File: config.mk
export PLATFORM = sky130hd
export DESIGN_NAME = cpuPorts
export DESIGN_NICKNAME = d
export VERILOG_FILES = /design/src/hdl/tinyCpuPkg.sv /design/src/hdl/cpuPorts.sv
export SDC_FILE = /design/constraint.sdc
export NUM_CORES = 1
export LEC_CHECK = 0
export BUFFER_PORTS_ARGS = -buffer_cell sky130_fd_sc_hd__buf_2
export CAP_MARGIN = 40
export CELL_PAD_IN_SITES_DETAIL_PLACEMENT = 1
export CELL_PAD_IN_SITES_GLOBAL_PLACEMENT = 1
export CORE_MARGIN = 1.5
export CORE_UTILIZATION = 37
export CTS_BUF_LIST = sky130_fd_sc_hd__clkbuf_4 sky130_fd_sc_hd__clkbuf_8
export DETAILED_ROUTE_END_ITERATION = 10
export GPL_ROUTABILITY_DRIVEN = 0
export PLACE_DENSITY_LB_ADDON = 0.25
export SYNTH_ARGS = -nofsm -noshare
export SYNTH_HDL_FRONTEND = slang
export SYNTH_SLANG_ARGS = --single-unit
File: constraint.sdc
create_clock -name clk -period 8.2 [get_ports clk]
set_input_delay 2.05 -clock clk [delete_from_list [all_inputs] [get_ports clk]]
set_output_delay 2.05 -clock clk [all_outputs]
set_load 0.02 [all_outputs]
File: src/hdl/tinyCpuPkg.sv
// Shared widths, opcodes and ALU codes of the 18-bit stack core; instruction fields sit in bits 15..0
`default_nettype none

package tinyCpuPkg;

  //////////////////////////////////////////////////
  // Widths and sizes
  //////////////////////////////////////////////////
  localparam int wordWidth  = 18;   // Data word and stack entry
  localparam int addrWidth  = 12;   // Memory address and pc
  localparam int memWords   = 4096; // Program plus data
  localparam int stackDepth = 8;
  localparam int numPorts   = 4;    // In and out slots

  typedef logic [wordWidth-1:0] wordT;
  typedef logic [addrWidth-1:0] addrT;
  typedef logic [3:0]           opcodeT;  // Instruction bits 15..12
  typedef logic [1:0]           portSelT; // Instruction bits 1..0

  // Bias that turns unsigned compares into signed ones
  localparam wordT signOffset = wordT'(1) << (wordWidth - 1);

  //////////////////////////////////////////////////
  // Opcodes
  //////////////////////////////////////////////////
  localparam opcodeT OP_HALT  = 4'b0000; // Decoded as no operation
  localparam opcodeT OP_PUSHI = 4'b0001;
  localparam opcodeT OP_PUSH  = 4'b0010;
  localparam opcodeT OP_POP   = 4'b0011;
  localparam opcodeT OP_JMP   = 4'b0100;
  localparam opcodeT OP_JZ    = 4'b0101;
  localparam opcodeT OP_JNZ   = 4'b0110;
  localparam opcodeT OP_LD    = 4'b0111;
  localparam opcodeT OP_ST    = 4'b1000;
  localparam opcodeT OP_PPPC  = 4'b1001; // Bit 0 picks pushpc or poppc
  localparam opcodeT OP_IN    = 4'b1101;
  localparam opcodeT OP_OUT   = 4'b1110;
  localparam opcodeT OP_OP    = 4'b1111;

  // ALU function field, bits 4..0
  typedef enum logic [4:0] {
    ADD      = 5'b00000,
    SUB      = 5'b00001,
    MUL      = 5'b00010,
    SHL      = 5'b00011,
    SHR      = 5'b00100,
    BAND     = 5'b00101,
    BOR      = 5'b00110,
    BXOR     = 5'b00111,
    AND      = 5'b01000,
    OR       = 5'b01001,
    EQ       = 5'b01010,
    NE       = 5'b01011,
    GE       = 5'b01100,
    LE       = 5'b01101,
    GT       = 5'b01110,
    LT       = 5'b01111,
    NEG      = 5'b10000, // Unary from here on
    BNOT     = 5'b10001,
    NOT      = 5'b10010,
    DUP      = 5'b10011,
    DROP     = 5'b10111,
    DROPNEXT = 5'b11011,
    OVER     = 5'b11111
  } aluFuncT;

  // Sequencer phases
  typedef enum logic [2:0] {
    IDLE   = 3'b000,
    FETCHA = 3'b001,
    FETCHB = 3'b010,
    EXECA  = 3'b011,
    EXECB  = 3'b100
  } cpuStateT;

endpackage

`default_nettype wire

File: src/hdl/cpuPorts.sv
// Only four port slots; the select is the low two instruction bits
`timescale 1ns/1ps
`default_nettype none

module cpuPorts (
  input  logic                clk,
  input  logic                reset,
  input  logic                outWrite,
  input  tinyCpuPkg::portSelT portSel,
  input  tinyCpuPkg::wordT    dbus,
  input  tinyCpuPkg::wordT    in0,
  input  tinyCpuPkg::wordT    in1,
  input  tinyCpuPkg::wordT    in2,
  input  tinyCpuPkg::wordT    in3,
  output tinyCpuPkg::wordT    inData,
  output tinyCpuPkg::wordT    out0,
  output tinyCpuPkg::wordT    out1,
  output tinyCpuPkg::wordT    out2,
  output tinyCpuPkg::wordT    out3
);
  import tinyCpuPkg::*;

  wordT outReg [numPorts];

  // OUT writes at the end of EXECA
  always_ff @(posedge clk)
  begin
    if (!reset)
    begin
      for (int i = 0; i < numPorts; i++)
        outReg[i] <= '0;
    end
    else if (outWrite)
      outReg[portSel] <= dbus;
  end

  assign out0 = outReg[0];
  assign out1 = outReg[1];
  assign out2 = outReg[2];
  assign out3 = outReg[3];

  always_comb
  begin
    case (portSel)
      2'd0:    inData = in0;
      2'd1:    inData = in1;
      2'd2:    inData = in2;
      default: inData = in3;
    endcase
  end

endmodule

`default_nettype wire

==> flow_metrics.env, run 1 <==
export IMPL_dpl_hpwl_um=6598
export IMPL_syn_inst=203
export IMPL_pin_count=185
export IMPL_grt_pass1_wl_um=12340
export IMPL_grt_util_all_layers_pct=19.16
export IMPL_grt_met2_usage_pct=35.58
export IMPL_synth_top_cells_by_area="edfxtp_1 (69%), mux4_2 (13%), nor2_1 (5.2%)"
export IMPL_ctsResizeCount=0
export IMPL_crit_top_cell="buf_2"
export IMPL_clock_tree_root_cell="clkbuf_8"
export IMPL_max_slew_margin_rel_pct=43.55
export IMPL_grt_util_met1_pct=19.68
export IMPL_synthTopCellsByCount="edfxtp_1 (72), nor2_1 (44), inv_1 (19), nand3_1 (19), mux4_2 (18)"
export IMPL_vias=2385
export IMPL_outcome="complete, no violations"
export IMPL_syn_num_nets=298
export IMPL_ys_ff_latch=72
export IMPL_max_cap_viol_count=0
export IMPL_finalHoldViolations=0
export IMPL_fin_hold_ws_ns=2.086
export IMPL_leakage_nw=1.971
export IMPL_min_from="dbus[16]"
export IMPL_io_buffer_count=184
export IMPL_setup_viol_count_final=0
export IMPL_post_synth_top_area_cell="edfxtp_1"
export IMPL_yosys_warnings=0
export IMPL_grt_pass1_vias=2435
export IMPL_fin_nets=484
export IMPL_vdd_drop_max_mv=0.06373
export IMPL_use_met3_pct=7.257
export IMPL_rsz0062_at_grt="no"
export IMPL_fill_cells=927
export IMPL_fin_crit_ns=5.370
export IMPL_antenna_left=0
export IMPL_pre_cts_ws_ns=2.793
export IMPL_drt_iter0_drc=69
export IMPL_cts_buffer_depth=2
export IMPL_design_area_um2=4377
export IMPL_via_per_inst=4.789
export IMPL_cp_end_kind="output port"
export IMPL_critPathLaunch="portSel[0]"
export IMPL_synth_area_um2=3149
export IMPL_initial_core_util_pct=38.33
export IMPL_yosysSeqAreaShare_pct=68.65
export IMPL_syn2layout_area_growth_pct=38.98
export IMPL_cts_setup_buffers=0
export IMPL_async_reset_ff_share_pct=0
export IMPL_ys_flop_type="edfxtp_1"
export IMPL_die_height_um=95.26
export IMPL_diodes=0
export IMPL_num_rows=33
export IMPL_layout_worst_path_cycle_share_pct=65.48
export IMPL_cp_arrival_ns=3.32
export IMPL_power_density_nw_per_um2=205.3
export IMPL_crit_path_max_incr_delay_ns=0.58
export IMPL_wirelength_um=8503
export IMPL_setup_tns_ns=0
export IMPL_crit_slowest_cell="mux4_2"
export IMPL_tightest_slew_ns=0.8467
export IMPL_remaining_drc_errors=0
export IMPL_reg_largest_list="outReg x72"
export IMPL_dieArea_um2=9074
export IMPL_tritoncts="built"
export IMPL_cts_hold_buf=0
export IMPL_yosysMostFrequentCell="edfxtp_1"
export IMPL_wl_per_cell_um=17.07
export IMPL_place_area_um2=4173
export IMPL_final_max_slew_violation_count=0
export IMPL_grt_max_degree=23
export IMPL_crit_chain="buf_2 > mux4_2 > buf_2"
export IMPL_largest_reg_flops=72
export IMPL_cts_buffers_inserted=9
export IMPL_worst_path_max_fanout=22
export IMPL_busiest_layer="met2"
export IMPL_worst_slack_ns=2.830
export IMPL_cts_sinks=72
export IMPL_synth_distinct_cells=15
export IMPL_synth_top_area_share_pct=68.65
export IMPL_hold_class="in2reg"
export IMPL_synth_edf_count=72
export IMPL_htreeDepth=3
export IMPL_coreArea_um2=8217
export IMPL_antenna_found_initial=0
export IMPL_fmax_mhz=186.2
export IMPL_path_clk_slew_ns=0.07
export IMPL_first_pass_iters=4
export IMPL_drive_gt1_share_pct=59.29
export IMPL_critPathLaunchType="primary input"
export IMPL_crit_required_ns=6.15
export IMPL_critPathCapture="inData[12]"
export IMPL_top_register="outReg"
export IMPL_grt_ovfl_total=0
export IMPL_avgSynthCellArea_um2=15.51
export IMPL_path_class="in2out"
export IMPL_die_width_um=95.26
[cells by family (layout without fill, tap and decap cells)]
| family | Yosys count | in the layout | share of synthesized area [%] |
|---|---|---|---|
| buffers and inverters | 33 | 223 | 5.443 |
| multiplexers | 18 | 18 | 12.87 |
| AND/OR/NAND/NOR | 77 | 77 | 12.55 |
| flip-flops | 72 | 72 | 68.65 |
| AO/OA/AOI/OAI | 3 | 3 | 0.4766 |
[critical path: cells and delay by family]
| kind | cells | cell delay (ns) |
|---|---|---|
| buf+inv | 2 | 0.68 |
| mux | 1 | 0.58 |
[metrics by stage]
step | instances | total power [mW] | utilization, %
after global placement | 479 | 0.6087 | 50.14
after floorplan | 203 | 0.5457 | -
final | 498 | 0.8986 | 53.27
after CTS | 498 | 0.9072 | 53.27
after detailed placement | 483 | 0.6160 | 50.78
after global routing | 498 | 0.9330 | 53.27
[routing by layer]
metal,routed length (µm),vias to the layer above
met2,4652,130
met5,0,-
met1,2890,1148
li1,-,1100
met4,90,0
met3,869,7
[report_power, final]
group / internal [mW] / leakage [nW] / switching [mW]
clock network: 0.170 / 0.105 / 0.124
logic: 0.0607 / 1.16 / 0.101
registers: 0.435 / 0.709 / 0.00760
total: 0.666 / 1.97 / 0.233
[cells in the final DEF, fill, tap and decap left out]
cell	count
buf_2	184
edfxtp_1	72
nor2_1	44
nand3_1	19
inv_1	19
mux4_2	18
nor2_4	10
clkbuf_8	9
o21ai_2	3
nand2b_1	2
clkinv_1	2
bufinv_16	2
buf_6	2
buf_8	2
nand2_1	1
or2_1	1
clkinv_2	1
clkbuf_4	1
buf_4	1
[how the worst min path moves through the flow]
stage / to / slack (ns) / cells past startpoint
floorplan: outReg[3][0] / 2.32 / 2
global placement: outReg[3][12] / 2.44 / 3
detailed placement: outReg[3][17] / 2.44 / 3
CTS: outReg[3][16] / 2.07 / 3
global route: outReg[3][16] / 2.11 / 3
finish: outReg[3][16] / 2.09 / 3
[area by class of cell]
cell class              count  area (µm²)  area share, %
well taps                 105       131.4          3.002
repair buffers            189       980.9          22.41
clock buffers              10       131.4          3.002
flip-flops and latches     72        2162          49.40
multi-input cells          98       827.0          18.90
clock inverters             5       72.57          1.658
inverters                  19       71.32          1.630
(Power assumes the default switching activity.)
==> run 2: changes to the inputs <==
--- a/config.mk
+++ b/config.mk
@@ -10,7 +10,7 @@
 export CELL_PAD_IN_SITES_DETAIL_PLACEMENT = 1
 export CELL_PAD_IN_SITES_GLOBAL_PLACEMENT = 1
 export CORE_MARGIN = 1.5
-export CORE_UTILIZATION = 37
+export CORE_UTILIZATION = 34
 export CTS_BUF_LIST = sky130_fd_sc_hd__clkbuf_4 sky130_fd_sc_hd__clkbuf_8
 export DETAILED_ROUTE_END_ITERATION = 10
 export GPL_ROUTABILITY_DRIVEN = 0
==> constraint.sdc (replaced) <==
create_clock -name clk -period 5.4 [get_ports clk]
set_input_delay 1.35 -clock clk [delete_from_list [all_inputs] [get_ports clk]]
set_output_delay 1.35 -clock clk [all_outputs]
set_load 0.02 [all_outputs]
==> flow_metrics.env, run 2 (synthesized netlist as in run 1, its figures left out) <==
export IMPL_design_area_um2=4363
export IMPL_final_max_slew_violation_count=0
export IMPL_top_register="outReg"
export IMPL_initial_core_util_pct=35.59
export IMPL_wirelength_um=8856
export IMPL_max_slew_margin_rel_pct=47.80
export IMPL_power_density_nw_per_um2=304.5
export IMPL_pin_count=185
export IMPL_place_area_um2=4177
export IMPL_critPathBufInv=2
export IMPL_grt_pass1_wl_um=13340
export IMPL_coreArea_um2=8848
export IMPL_drt_iter0_drc=83
export IMPL_htreeDepth=3
export IMPL_hold_class="in2reg"
export IMPL_vdd_drop_max_mv=0.1191
export IMPL_setup_viol_count_final=0
export IMPL_io_buffer_count=184
export IMPL_fin_hold_ws_ns=1.410
export IMPL_cp_arrival_ns=2.63
export IMPL_worst_path_max_fanout=22
export IMPL_path_clk_slew_ns=0.07
export IMPL_hold_depth=3
export IMPL_tightest_slew_ns=0.7831
export IMPL_dieArea_um2=9849
export IMPL_clock_tree_root_cell="clkbuf_8"
export IMPL_ctsResizeCount=0
export IMPL_cp_top_family="buffers and inverters"
export IMPL_antenna_left=0
export IMPL_via_per_inst=4.817
export IMPL_critPathLaunchType="primary input"
export IMPL_path_class="in2out"
export IMPL_use_met3_pct=4.919
export IMPL_min_delay_worst_endpoint="outReg[3][16]"
export IMPL_syn2layout_area_growth_pct=38.54
export IMPL_final_common_cell="buf_2"
export IMPL_crit_path_max_incr_delay_ns=0.58
export IMPL_diodes=0
export IMPL_drive_gt1_share_pct=59.39
export IMPL_crit_required_ns=4.05
export IMPL_die_height_um=99.24
export IMPL_grt_max_degree=23
export IMPL_num_rows=34
export IMPL_cts_setup_buffers=0
export IMPL_antenna_found_initial=0
export IMPL_layout_common_cells="buf_2 (184), edfxtp_1 (72), nor2_1 (44), nand3_1 (19), inv_1 (19)"
export IMPL_pre_cts_ws_ns=1.383
export IMPL_fin_nets=484
export IMPL_fmax_mhz=251.5
export IMPL_die_width_um=99.24
export IMPL_grt_ovfl_total=0
export IMPL_min_from="dbus[16]"
export IMPL_remaining_drc_errors=0
export IMPL_dpl_hpwl_um=6848
export IMPL_grt_met2_usage_pct=35.72
export IMPL_cts_sinks=72
export IMPL_max_cap_viol_count=0
export IMPL_first_pass_iters=4
export IMPL_outcome="complete, no violations"
export IMPL_busiest_layer="met2"
export IMPL_largest_reg_flops=72
export IMPL_crit_slowest_cell="mux4_2"
export IMPL_leakage_nw=1.965
export IMPL_reg_largest_list="outReg x72"
export IMPL_rsz0062_at_grt="no"
export IMPL_crit_chain="buf_2 > mux4_2 > buf_2"
export IMPL_finalHoldViolations=0
export IMPL_grt_util_met1_pct=17.90
export IMPL_layout_worst_path_cycle_share_pct=73.65
export IMPL_cts_buffer_depth=2
export IMPL_cp_end_kind="output port"
export IMPL_fin_crit_ns=3.977
export IMPL_vias=2418
export IMPL_wl_per_cell_um=17.64
export IMPL_fill_cells=992
export IMPL_cts_buffers_inserted=9
export IMPL_grt_pass1_vias=2633
export IMPL_tritoncts="built"
export IMPL_worst_slack_ns=1.423
export IMPL_cts_hold_buf=0
export IMPL_grt_util_all_layers_pct=18.13
export IMPL_setup_tns_ns=0
export IMPL_crit_top_cell="buf_2"
==> run 2: changes by cell type in the layout (fill, tap and decap cells not counted), sizes merged <==
cell and change:
bufinv -1, clkbuf +1, clkinv +1
==> run 2: through the flow <==
step | instances | total power, mW | utilization, %
floorplan | 203 | 0.8287 | -
global placement | 482 | 0.9255 | 46.61
detailed placement | 486 | 0.9370 | 47.20
CTS | 502 | 1.343 | 49.31
global route | 502 | 1.376 | 49.31
finish | 502 | 1.329 | 49.31
==> run 2: area by class of cell <==
type,instances,area (µm²),share of cell area [%]
tap,108,135.1,3.097
sequential,72,2162,49.56
clock inverter,5,47.55,1.090
clock buffer,11,138.9,3.183
multi-input combinational,98,827.0,18.96
timing repair buffer,189,980.9,22.48
inverter,19,71.32,1.635
==> run 2: routing by layer <==
metal  vias up  part of all wire (%)  wire length, µm
met1      1184                    34             3019
met3        10                   8.2              723
met2       118                    56             4990
met4         0                   1.4              124
li1       1106                     -                -
met5         -                     0                0
==> run 2: where the power goes <==
group,internal (mW),switching [mW],total [mW]
clock,0.219,0.190,0.409
combinational,0.0921,0.154,0.246
sequential,0.660,0.0136,0.674
==> run 2: worst max-delay path by stage <==
stage / from / endpoint / slack (ns) / cells after the start
after floorplan: portSel[0] / outReg[0][0] / 1.82 / 4
after detailed placement: portSel[0] / inData[4] / 1.38 / 3
after CTS: portSel[0] / inData[4] / 1.38 / 3
after global placement: portSel[0] / inData[16] / 1.40 / 3
final: portSel[0] / inData[4] / 1.42 / 3
after global routing: portSel[0] / inData[12] / 1.31 / 3
