==> config.mk <==
export PLATFORM = sky130hd
export DESIGN_NAME = cpuDecode
export DESIGN_NICKNAME = d
export VERILOG_FILES = /design/src/hdl/tinyCpuPkg.sv /design/src/hdl/cpuDecode.sv
export SDC_FILE = /design/constraint.sdc
export NUM_CORES = 1
export LEC_CHECK = 0
export BUFFER_PORTS_ARGS = -buffer_cell sky130_fd_sc_hd__buf_2
export CAP_MARGIN = 40
export CORE_MARGIN = 3
export CORE_UTILIZATION = 35
export CTS_CLUSTER_DIAMETER = 30
export DETAILED_ROUTE_END_ITERATION = 10
export PLACE_DENSITY = 0.76
export SYNTH_ARGS = -nofsm -noshare
export SYNTH_HDL_FRONTEND = slang
export SYNTH_SLANG_ARGS = --single-unit
==> constraint.sdc <==
create_clock -name clk -period 2.5 [get_ports clk]
set_input_delay 0.125 -clock clk [delete_from_list [all_inputs] [get_ports clk]]
set_output_delay 0.125 -clock clk [all_outputs]
set_load 0.02 [all_outputs]
==> src/hdl/tinyCpuPkg.sv <==
// Shared widths, opcodes and ALU codes of the 18-bit stack core; instruction fields sit in bits 15..0
`default_nettype none

package tinyCpuPkg;

  //////////////////////////////////////////////////
  // Widths and sizes
  //////////////////////////////////////////////////
  localparam int wordWidth  = 18;   // Data word and stack entry
  localparam int addrWidth  = 12;   // Memory address and pc
  localparam int memWords   = 4096; // Program plus data
  localparam int stackDepth = 8;
  localparam int numPorts   = 4;    // In and out slots

  typedef logic [wordWidth-1:0] wordT;
  typedef logic [addrWidth-1:0] addrT;
  typedef logic [3:0]           opcodeT;  // Instruction bits 15..12
  typedef logic [1:0]           portSelT; // Instruction bits 1..0

  // Bias that turns unsigned compares into signed ones
  localparam wordT signOffset = wordT'(1) << (wordWidth - 1);

  //////////////////////////////////////////////////
  // Opcodes
  //////////////////////////////////////////////////
  localparam opcodeT OP_HALT  = 4'b0000; // Decoded as no operation
  localparam opcodeT OP_PUSHI = 4'b0001;
  localparam opcodeT OP_PUSH  = 4'b0010;
  localparam opcodeT OP_POP   = 4'b0011;
  localparam opcodeT OP_JMP   = 4'b0100;
  localparam opcodeT OP_JZ    = 4'b0101;
  localparam opcodeT OP_JNZ   = 4'b0110;
  localparam opcodeT OP_LD    = 4'b0111;
  localparam opcodeT OP_ST    = 4'b1000;
  localparam opcodeT OP_PPPC  = 4'b1001; // Bit 0 picks pushpc or poppc
  localparam opcodeT OP_IN    = 4'b1101;
  localparam opcodeT OP_OUT   = 4'b1110;
  localparam opcodeT OP_OP    = 4'b1111;

  // ALU function field, bits 4..0
  typedef enum logic [4:0] {
    ADD      = 5'b00000,
    SUB      = 5'b00001,
    MUL      = 5'b00010,
    SHL      = 5'b00011,
    SHR      = 5'b00100,
    BAND     = 5'b00101,
    BOR      = 5'b00110,
    BXOR     = 5'b00111,
    AND      = 5'b01000,
    OR       = 5'b01001,
    EQ       = 5'b01010,
    NE       = 5'b01011,
    GE       = 5'b01100,
    LE       = 5'b01101,
    GT       = 5'b01110,
    LT       = 5'b01111,
    NEG      = 5'b10000, // Unary from here on
    BNOT     = 5'b10001,
    NOT      = 5'b10010,
    DUP      = 5'b10011,
    DROP     = 5'b10111,
    DROPNEXT = 5'b11011,
    OVER     = 5'b11111
  } aluFuncT;

  // Sequencer phases
  typedef enum logic [2:0] {
    IDLE   = 3'b000,
    FETCHA = 3'b001,
    FETCHB = 3'b010,
    EXECA  = 3'b011,
    EXECB  = 3'b100
  } cpuStateT;

endpackage

`default_nettype wire

==> src/hdl/cpuDecode.sv <==
// Strobes are levels for one phase only; EXECB is entered only by PUSH, LD and ST
`timescale 1ns/1ps
`default_nettype none

module cpuDecode (
  input  logic              clk,
  input  logic              reset,
  input  tinyCpuPkg::wordT  instr,       // Straight from memory output
  input  tinyCpuPkg::wordT  qtop,        // For the JZ/JNZ test
  output tinyCpuPkg::wordT  irOut,
  output logic              pcInc,
  output logic              pcLoad,
  output logic              dbusToPc,
  output logic              push,
  output logic              pop,
  output logic              dbusToQtop,
  output logic              memWrite,
  output logic              outWrite,
  output logic              pcToAbus,
  output logic              irToAbus,
  output logic              qnextToAbus,
  output logic              qtopToAbus,
  output logic              irToDbus,
  output logic              qtopToDbus,
  output logic              aluToDbus,
  output logic              memToDbus,
  output logic              inToDbus,
  output logic              pcToDbus
);
  import tinyCpuPkg::*;

  cpuStateT state;
  opcodeT   opcode;
  aluFuncT  func;
  logic     needExecB; // Second exec phase wanted
  logic     qtopZero;

  assign opcode    = opcodeT'(irOut[15:12]);
  assign func      = aluFuncT'(irOut[4:0]);
  assign qtopZero  = (qtop == '0);
  assign needExecB = (opcode == OP_PUSH) || (opcode == OP_LD) || (opcode == OP_ST);

  //////////////////////////////////////////////////
  // Sequencer and instruction register
  //////////////////////////////////////////////////
  always_ff @(posedge clk)
  begin
    if (!reset)
    begin
      state <= IDLE;
      irOut <= '0;
    end
    else
    begin
      case (state)
        IDLE:    state <= FETCHA;
        FETCHA:  state <= FETCHB;
        FETCHB:
        begin
          state <= EXECA;
          irOut <= instr; // Word read at pc in FETCHA
        end
        EXECA:   state <= needExecB ? EXECB : FETCHA;
        default: state <= FETCHA; // EXECB and stray codes
      endcase
    end
  end

  //////////////////////////////////////////////////
  // Strobe decode
  //////////////////////////////////////////////////
  always_comb
  begin
    pcInc = 1'b0;  pcLoad = 1'b0;  dbusToPc = 1'b0;
    push = 1'b0;  pop = 1'b0;  dbusToQtop = 1'b0;
    memWrite = 1'b0;  outWrite = 1'b0;
    pcToAbus = 1'b0;  irToAbus = 1'b0;  qnextToAbus = 1'b0;  qtopToAbus = 1'b0;
    irToDbus = 1'b0;  qtopToDbus = 1'b0;  aluToDbus = 1'b0;
    memToDbus = 1'b0;  inToDbus = 1'b0;  pcToDbus = 1'b0;
    case (state)
      FETCHA:
      begin
        pcToAbus = 1'b1; // Read address, pc steps past it
        pcInc    = 1'b1;
      end
      EXECA:
      begin
        case (opcode)
          OP_PUSHI: begin irToDbus = 1'b1; dbusToQtop = 1'b1; push = 1'b1; end
          OP_PUSH:  irToAbus = 1'b1;                        // Data lands in EXECB
          OP_POP:   begin irToAbus = 1'b1; qtopToDbus = 1'b1; memWrite = 1'b1; pop = 1'b1; end
          OP_JMP:   begin irToAbus = 1'b1; pcLoad = 1'b1; end
          OP_JZ,
          OP_JNZ:
          begin
            // Taken when zero test matches, condition always popped
            if (qtopZero == (opcode == OP_JZ))
            begin
              irToAbus = 1'b1;
              pcLoad   = 1'b1;
            end
            pop = 1'b1;
          end
          OP_LD:    qtopToAbus = 1'b1;                      // Address on top
          OP_ST:
          begin
            qnextToAbus = 1'b1; // Address under the value
            qtopToDbus  = 1'b1;
            memWrite    = 1'b1;
            pop         = 1'b1; // Second pop in EXECB
          end
          OP_PPPC:
          begin
            if (!irOut[0])
            begin
              pcToDbus = 1'b1; dbusToQtop = 1'b1; push = 1'b1;
            end
            else
            begin
              qtopToDbus = 1'b1; dbusToPc = 1'b1; pop = 1'b1;
            end
          end
          OP_IN:    begin inToDbus = 1'b1; dbusToQtop = 1'b1; push = 1'b1; end
          OP_OUT:   begin qtopToDbus = 1'b1; outWrite = 1'b1; pop = 1'b1; end
          OP_OP:
          begin
            aluToDbus  = 1'b1;
            dbusToQtop = 1'b1;
            pop  = !irOut[4] || (func == DROP) || (func == DROPNEXT); // Binary ops consume b
            push = (func == DUP) || (func == OVER);
          end
          OP_HALT:  ;  // Core never stops
          default:  ;
        endcase
      end
      EXECB:
      begin
        if (opcode == OP_PUSH)
        begin
          memToDbus = 1'b1; dbusToQtop = 1'b1; push = 1'b1;
        end
        else if (opcode == OP_LD)
        begin
          memToDbus = 1'b1; dbusToQtop = 1'b1; // Replace address with data
        end
        else if (opcode == OP_ST)
          pop = 1'b1;
      end
      default: ; // IDLE and FETCHB quiet
    endcase
  end

endmodule

`default_nettype wire

==> results of run 1 <==
## synthesized netlist by cell type (2+ instances only)
cell	count	share of area [%]
o21ai_0	3	1.2
buf_4	2	1.2
clkbuf_1	4	1.2
o31a_1	2	1.4
xnor2_1	4	2.8
nand4_1	2	1.0
nor2_1	10	3.0
nor3_1	5	2.0
nor4_1	3	1.5
a21boi_1	10	6.0
nand2_1	46	14
nor2b_1	4	2.0
a21boi_0	9	5.4
nor3b_1	2	1.2
nand3_1	2	0.81
inv_1	2	0.61
nand2b_1	3	1.5
or2_1	2	1.0
buf_2	5	2.0
dfxtp_1	21	34
a21oi_1	2	0.81
or3_1	2	1.0
and3_1	3	1.5
## flip-flops by register name (all words and copies together), names as in the netlist
register,flops
state,3
irOut,18
## power by group
group	switching, W	total [W]	internal, W
clock network	0.0000948	0.000157	0.0000621
registers	0.0000754	0.000461	0.000385
logic	0.000227	0.000365	0.000138
## cells in the final DEF (no fill, tap or decap), drive strengths merged, types with 3 or more instances in the layout
| cell type | n |
|---|---|
| a21boi | 19 |
| and3 | 3 |
| buf | 73 |
| clkbuf | 4 |
| dfxtp | 21 |
| inv | 3 |
| nand2 | 46 |
| nand2b | 3 |
| nor2 | 10 |
| nor2b | 4 |
| nor3 | 7 |
| nor4 | 3 |
| o21ai | 4 |
| xnor2 | 4 |
## kinds of logic after synthesis
kind of cell | after synthesis
and+or+nand+nor | 92
DFF | 21
xor gates and xnor gates | 4
buffers and inverters | 16
muxes | 1
AOI/OAI and AO/OA | 32
## through the flow
stage / hold slack, ps / setup slack [ps] / power [W]
after floorplan: 260 / 719 / 0.000740
after global placement: 365 / 749 / 0.000833
after detailed placement: 372 / 683 / 0.000838
after CTS: 35.8 / 329 / 0.00100
after global routing: 35.1 / 159 / 0.00106
final: 50.6 / 325 / 0.000982
## cell type report
cell class	instances	area [um2]	area share [%]
clock buffer	4	26.3	1.63
multi-input combinational	129	738	45.7
timing repair buffer	73	365	22.6
inverter	3	11.3	0.697
sequential	21	420	26.0
tap	44	55.1	3.41
## worst paths after layout
check                                 to  slack, ps                   start  cells past startpoint
hold / removal    irOut[13]$_SDFFE_PN0N_         50               instr[13]                      3
setup / recovery                     pop        320  irOut[15]$_SDFFE_PN0N_                      5
setup reg to reg   irOut[1]$_SDFFE_PN0N_        940     state[1]$_SDFF_PN0_                      4
hold reg to reg    irOut[6]$_SDFFE_PN0N_        460   irOut[6]$_SDFFE_PN0N_                      2
## layer usage
| layer | wire [um] | vias up | GRT usage [%] | share of wire (%) |
|---|---|---|---|---|
| li1 | - | 686 | - | - |
| met5 | 0 | - | 0 | 0 |
| met3 | 305 | 4 | 2.91 | 9.7 |
| met1 | 1400 | 585 | 17.0 | 45 |
| met2 | 1400 | 64 | 27.2 | 45 |
| met4 | 25 | 0 | 4.92 | 0.80 |
## critical path, delay by kind of cell (launching register included)
family	cells	cell delay, ps
simple gates	4	1030
flops	1	580
buf+inv	1	150
==> impl_metrics.ini, run 1 <==
[synth]
ys_warn_count = 0
synth_fa_ha_area_share_pct = 0
synth.net_count = 204
synthMuxAreaShare_pct = 0.806
synth-simple-area-share_pct = 36.8
yosys_most_used_dff = dfxtp_1
yosysUniqueCellTypes = 41
synth-xor-area-share_pct = 2.82
synth_seq_cells = 21
synth_cells = 166
ys_seq_area_share_pct = 33.9
synthArstFlopShare_pct = 0
synth_edf_count = 0
postSynthAreaPerCell_um2 = 7.48
syn-cell-area_mm2 = 0.00124
synth_top_family_by_area = simple AND/OR/NAND/NOR gates
synth_compound_gate_area_share_pct = 19.1

[floorplanning]
start_util_pct = 38.7
row_count = 20
dieWidth_um = 65.6
core_area_mm2 = 0.00320
die_h_um = 65.6
io_pins = 74
die_area_mm2 = 0.00430

[grt]
grt_max_degree = 23
antenna_found_initial = 0
grt-ovfl-total = 0
grt_usage_pct = 14.8
grt_pass1_wl_um = 5240
grt_pass1_vias = 1254

[cells_and_area]
n_antenna_cell = 0
nNetsFinal = 269
fin_cells = 274
fin_util_pct = 50.5
final_cell_area_mm2 = 0.00162
drive_above_1_share_pct = 35.2
fillers = 357
area_growth_pct = 30.2

[drt]
viasPerCell = 4.89
postRouteWirelength_um = 3140
drc = 0
initialDrtViolationCount = 53
postRouteAntennaNets = 0
first_pass_iters = 4
wire_per_inst_um = 11.5
vias = 1339

[worst_setup_path]
start_kind = flip-flop
crit_required_ps = 2380
path_class = reg2out
cp.arrival_ps = 2050
crit_chain = or2b_1, or2_1, nor4b_1, or3_1, buf_2
cpPeakStageDelay_ps = 580
slowest_stage = dfxtp_1
crit_path_max_fanout = 13
endpoint_kind = output port

[worst_hold_path]
worstHoldPathType = in2reg

[timing]
setup_tns_ps = 0
slew_violations = 0
skew_ps = 2.32
tightest_slew_ps = 685
post-route-period-util_pct = 87.0
rsz0062_at_grt = false
hold_violations = 0
maxSlewHeadroom_pct = 54.2
finalSetupViolCount = 0
min_period_ps = 2180
max_freq_mhz = 460

[power_and_ir_drop]
cellLeakagePower_nw = 0.754
powerDensity_mw_per_mm2 = 608
peakVddDrop_mv = 0.408

[clock_tree]
htreeDepth = 1
clkSinkCount = 21
clk_pin_slew_ps = 110
ctsRootBufferMaster = clkbuf_4
cts_made_buffers = 3
clk_latency_ps = 300
clock_path_buffers = 2
cts_hold_buf = 0
cts_tree = done
cts-resized-gates = 0
cts_setup_buffers = 0

[job]
drv.max_cap_violation_count = 0

[place]
hpwl_um = 2410
dpl.cell_count = 270
place.gp.congestion = 0.842
portBuffers = 73
postPlaceCellArea_mm2 = 0.00159

[run_status]
status = finished, final reports clean
(Power assumes the default switching activity.)
==> run 2: changes to the inputs <==
Settings changed: PLACE_DENSITY 0.76 to 0.75.
==> run 2 against run 1 <==
Critical path depth stayed put. Via count shrank 1.6%. Maximum frequency grew 1.2%. Die area is the same. Setup slack better by 25 ps. Wire length increased by 1.3%. Global-route usage up 0.15 points. Combinational power is essentially flat. Register-to-register slack about the same. Clock-buffer cell count stayed put.
==> impl_metrics.ini, run 2 (synthesis gave the netlist of run 1 again) <==
[power_and_ir_drop]
peakVddDrop_mv = 0.363
cellLeakagePower_nw = 0.754
powerDensity_mw_per_mm2 = 607

[drt]
wire_per_inst_um = 11.6
first_pass_iters = 4
postRouteAntennaNets = 0
drc = 0
initialDrtViolationCount = 39
vias = 1317
viasPerCell = 4.81
postRouteWirelength_um = 3180

[worst_hold_path]
worstHoldPathType = in2reg
whs_path_depth = 3

[timing]
min_period_ps = 2150
max_freq_mhz = 465
finalSetupViolCount = 0
fin_ws_ps = 350
skew_ps = 2.91
rsz0062_at_grt = false
setup_tns_ps = 0
slew_violations = 0
maxSlewHeadroom_pct = 55.8
tightest_slew_ps = 660
hold_violations = 0
post-route-period-util_pct = 86.0

[cells_and_area]
top_register = irOut
nNetsFinal = 269
reg_top3 = irOut x18, state x3
area_growth_pct = 30.2
largest_register_ffs = 18
n_antenna_cell = 0
final_common_cell = buf_2
final_cell_area_mm2 = 0.00162
final_cell_mix = buf_2 (73), nand2_1 (46), dfxtp_1 (21), nor2_1 (10), a21boi_1 (10)
drive_above_1_share_pct = 35.2

[place]
detailedPlace.worstSlack_ps = 700
place.gp.congestion = 0.876
portBuffers = 73
postPlaceCellArea_mm2 = 0.00159
hpwl_um = 2450

[clock_tree]
cts-resized-gates = 0
clkSinkCount = 21
ctsRootBufferMaster = clkbuf_4
clk_latency_ps = 290
clk_pin_slew_ps = 110
cts_hold_buf = 0
clock_path_buffers = 2
cts_tree = done
htreeDepth = 1
cts_made_buffers = 3
cts_setup_buffers = 0

[worst_setup_path]
endpoint_kind = output port
crit_required_ps = 2380
reg2regPathDepth = 4
path_class = reg2out
crit_path_max_fanout = 13
start_kind = flip-flop
cp.arrival_ps = 2030

[floorplanning]
row_count = 20
dieWidth_um = 65.6
io_pins = 74
start_util_pct = 38.7
die_h_um = 65.6
die_area_mm2 = 0.00430
core_area_mm2 = 0.00320

[grt]
grt_usage_pct = 15.0
grt_max_degree = 23
grt_pass1_vias = 1206
grt_pass1_wl_um = 5220
grt-ovfl-total = 0
antenna_found_initial = 0

[run_status]
status = finished, final reports clean

[job]
drv.max_cap_violation_count = 0
## run 2: final timing paths
path                     startpoint               endpoint  slack, ps
max          irOut[15]$_SDFFE_PN0N_                    pop        350
min reg2reg   irOut[8]$_SDFFE_PN0N_  irOut[8]$_SDFFE_PN0N_        460
min                        instr[8]  irOut[8]$_SDFFE_PN0N_         50
max reg2reg     state[1]$_SDFF_PN0_  irOut[4]$_SDFFE_PN0N_        930
## run 2: worst max-delay path, cell delays in order (launching register included)
cell and delay, ps:
dfxtp_1 580, or2b_1 310, or2_1 260, nor4b_1 260
or3_1 160, buf_2 160
## run 2: final cells by class
class / count / area (um2)
fillers: 350 / 1590
multi-input cells: 129 / 738
flip-flops and latches: 21 / 420
repair buffers: 73 / 365
well taps: 44 / 55.1
clock buffers: 4 / 26.3
inverters: 3 / 11.3
## run 2: per-stage QoR
stage	hold slack (ps)	total power [W]	utilization, %	cells
6_report	50.2	0.000982	50.5	274
2_1_floorplan	260	0.000740	-	166
5_1_grt	38.6	0.00106	50.5	274
4_1_cts	41.9	0.000996	50.5	274
3_3_place_gp	366	0.000833	49.6	270
3_5_place_dp	371	0.000837	49.6	270
## run 2: routing by layer
layer,vias up,GRT usage (%),wire (um)
met5,-,0,0
met4,0,4.66,13
met3,2,4.79,379
met2,60,25.7,1360
met1,567,17.7,1430
li1,688,-,-
## run 2: report_power, final
part           internal, W  leakage (nW)  total, W  switching (W)
logic             0.000138         0.568  0.000364       0.000226
registers         0.000385         0.171  0.000462      0.0000765
clock network    0.0000620        0.0150  0.000156      0.0000942
total             0.000585         0.754  0.000982       0.000397
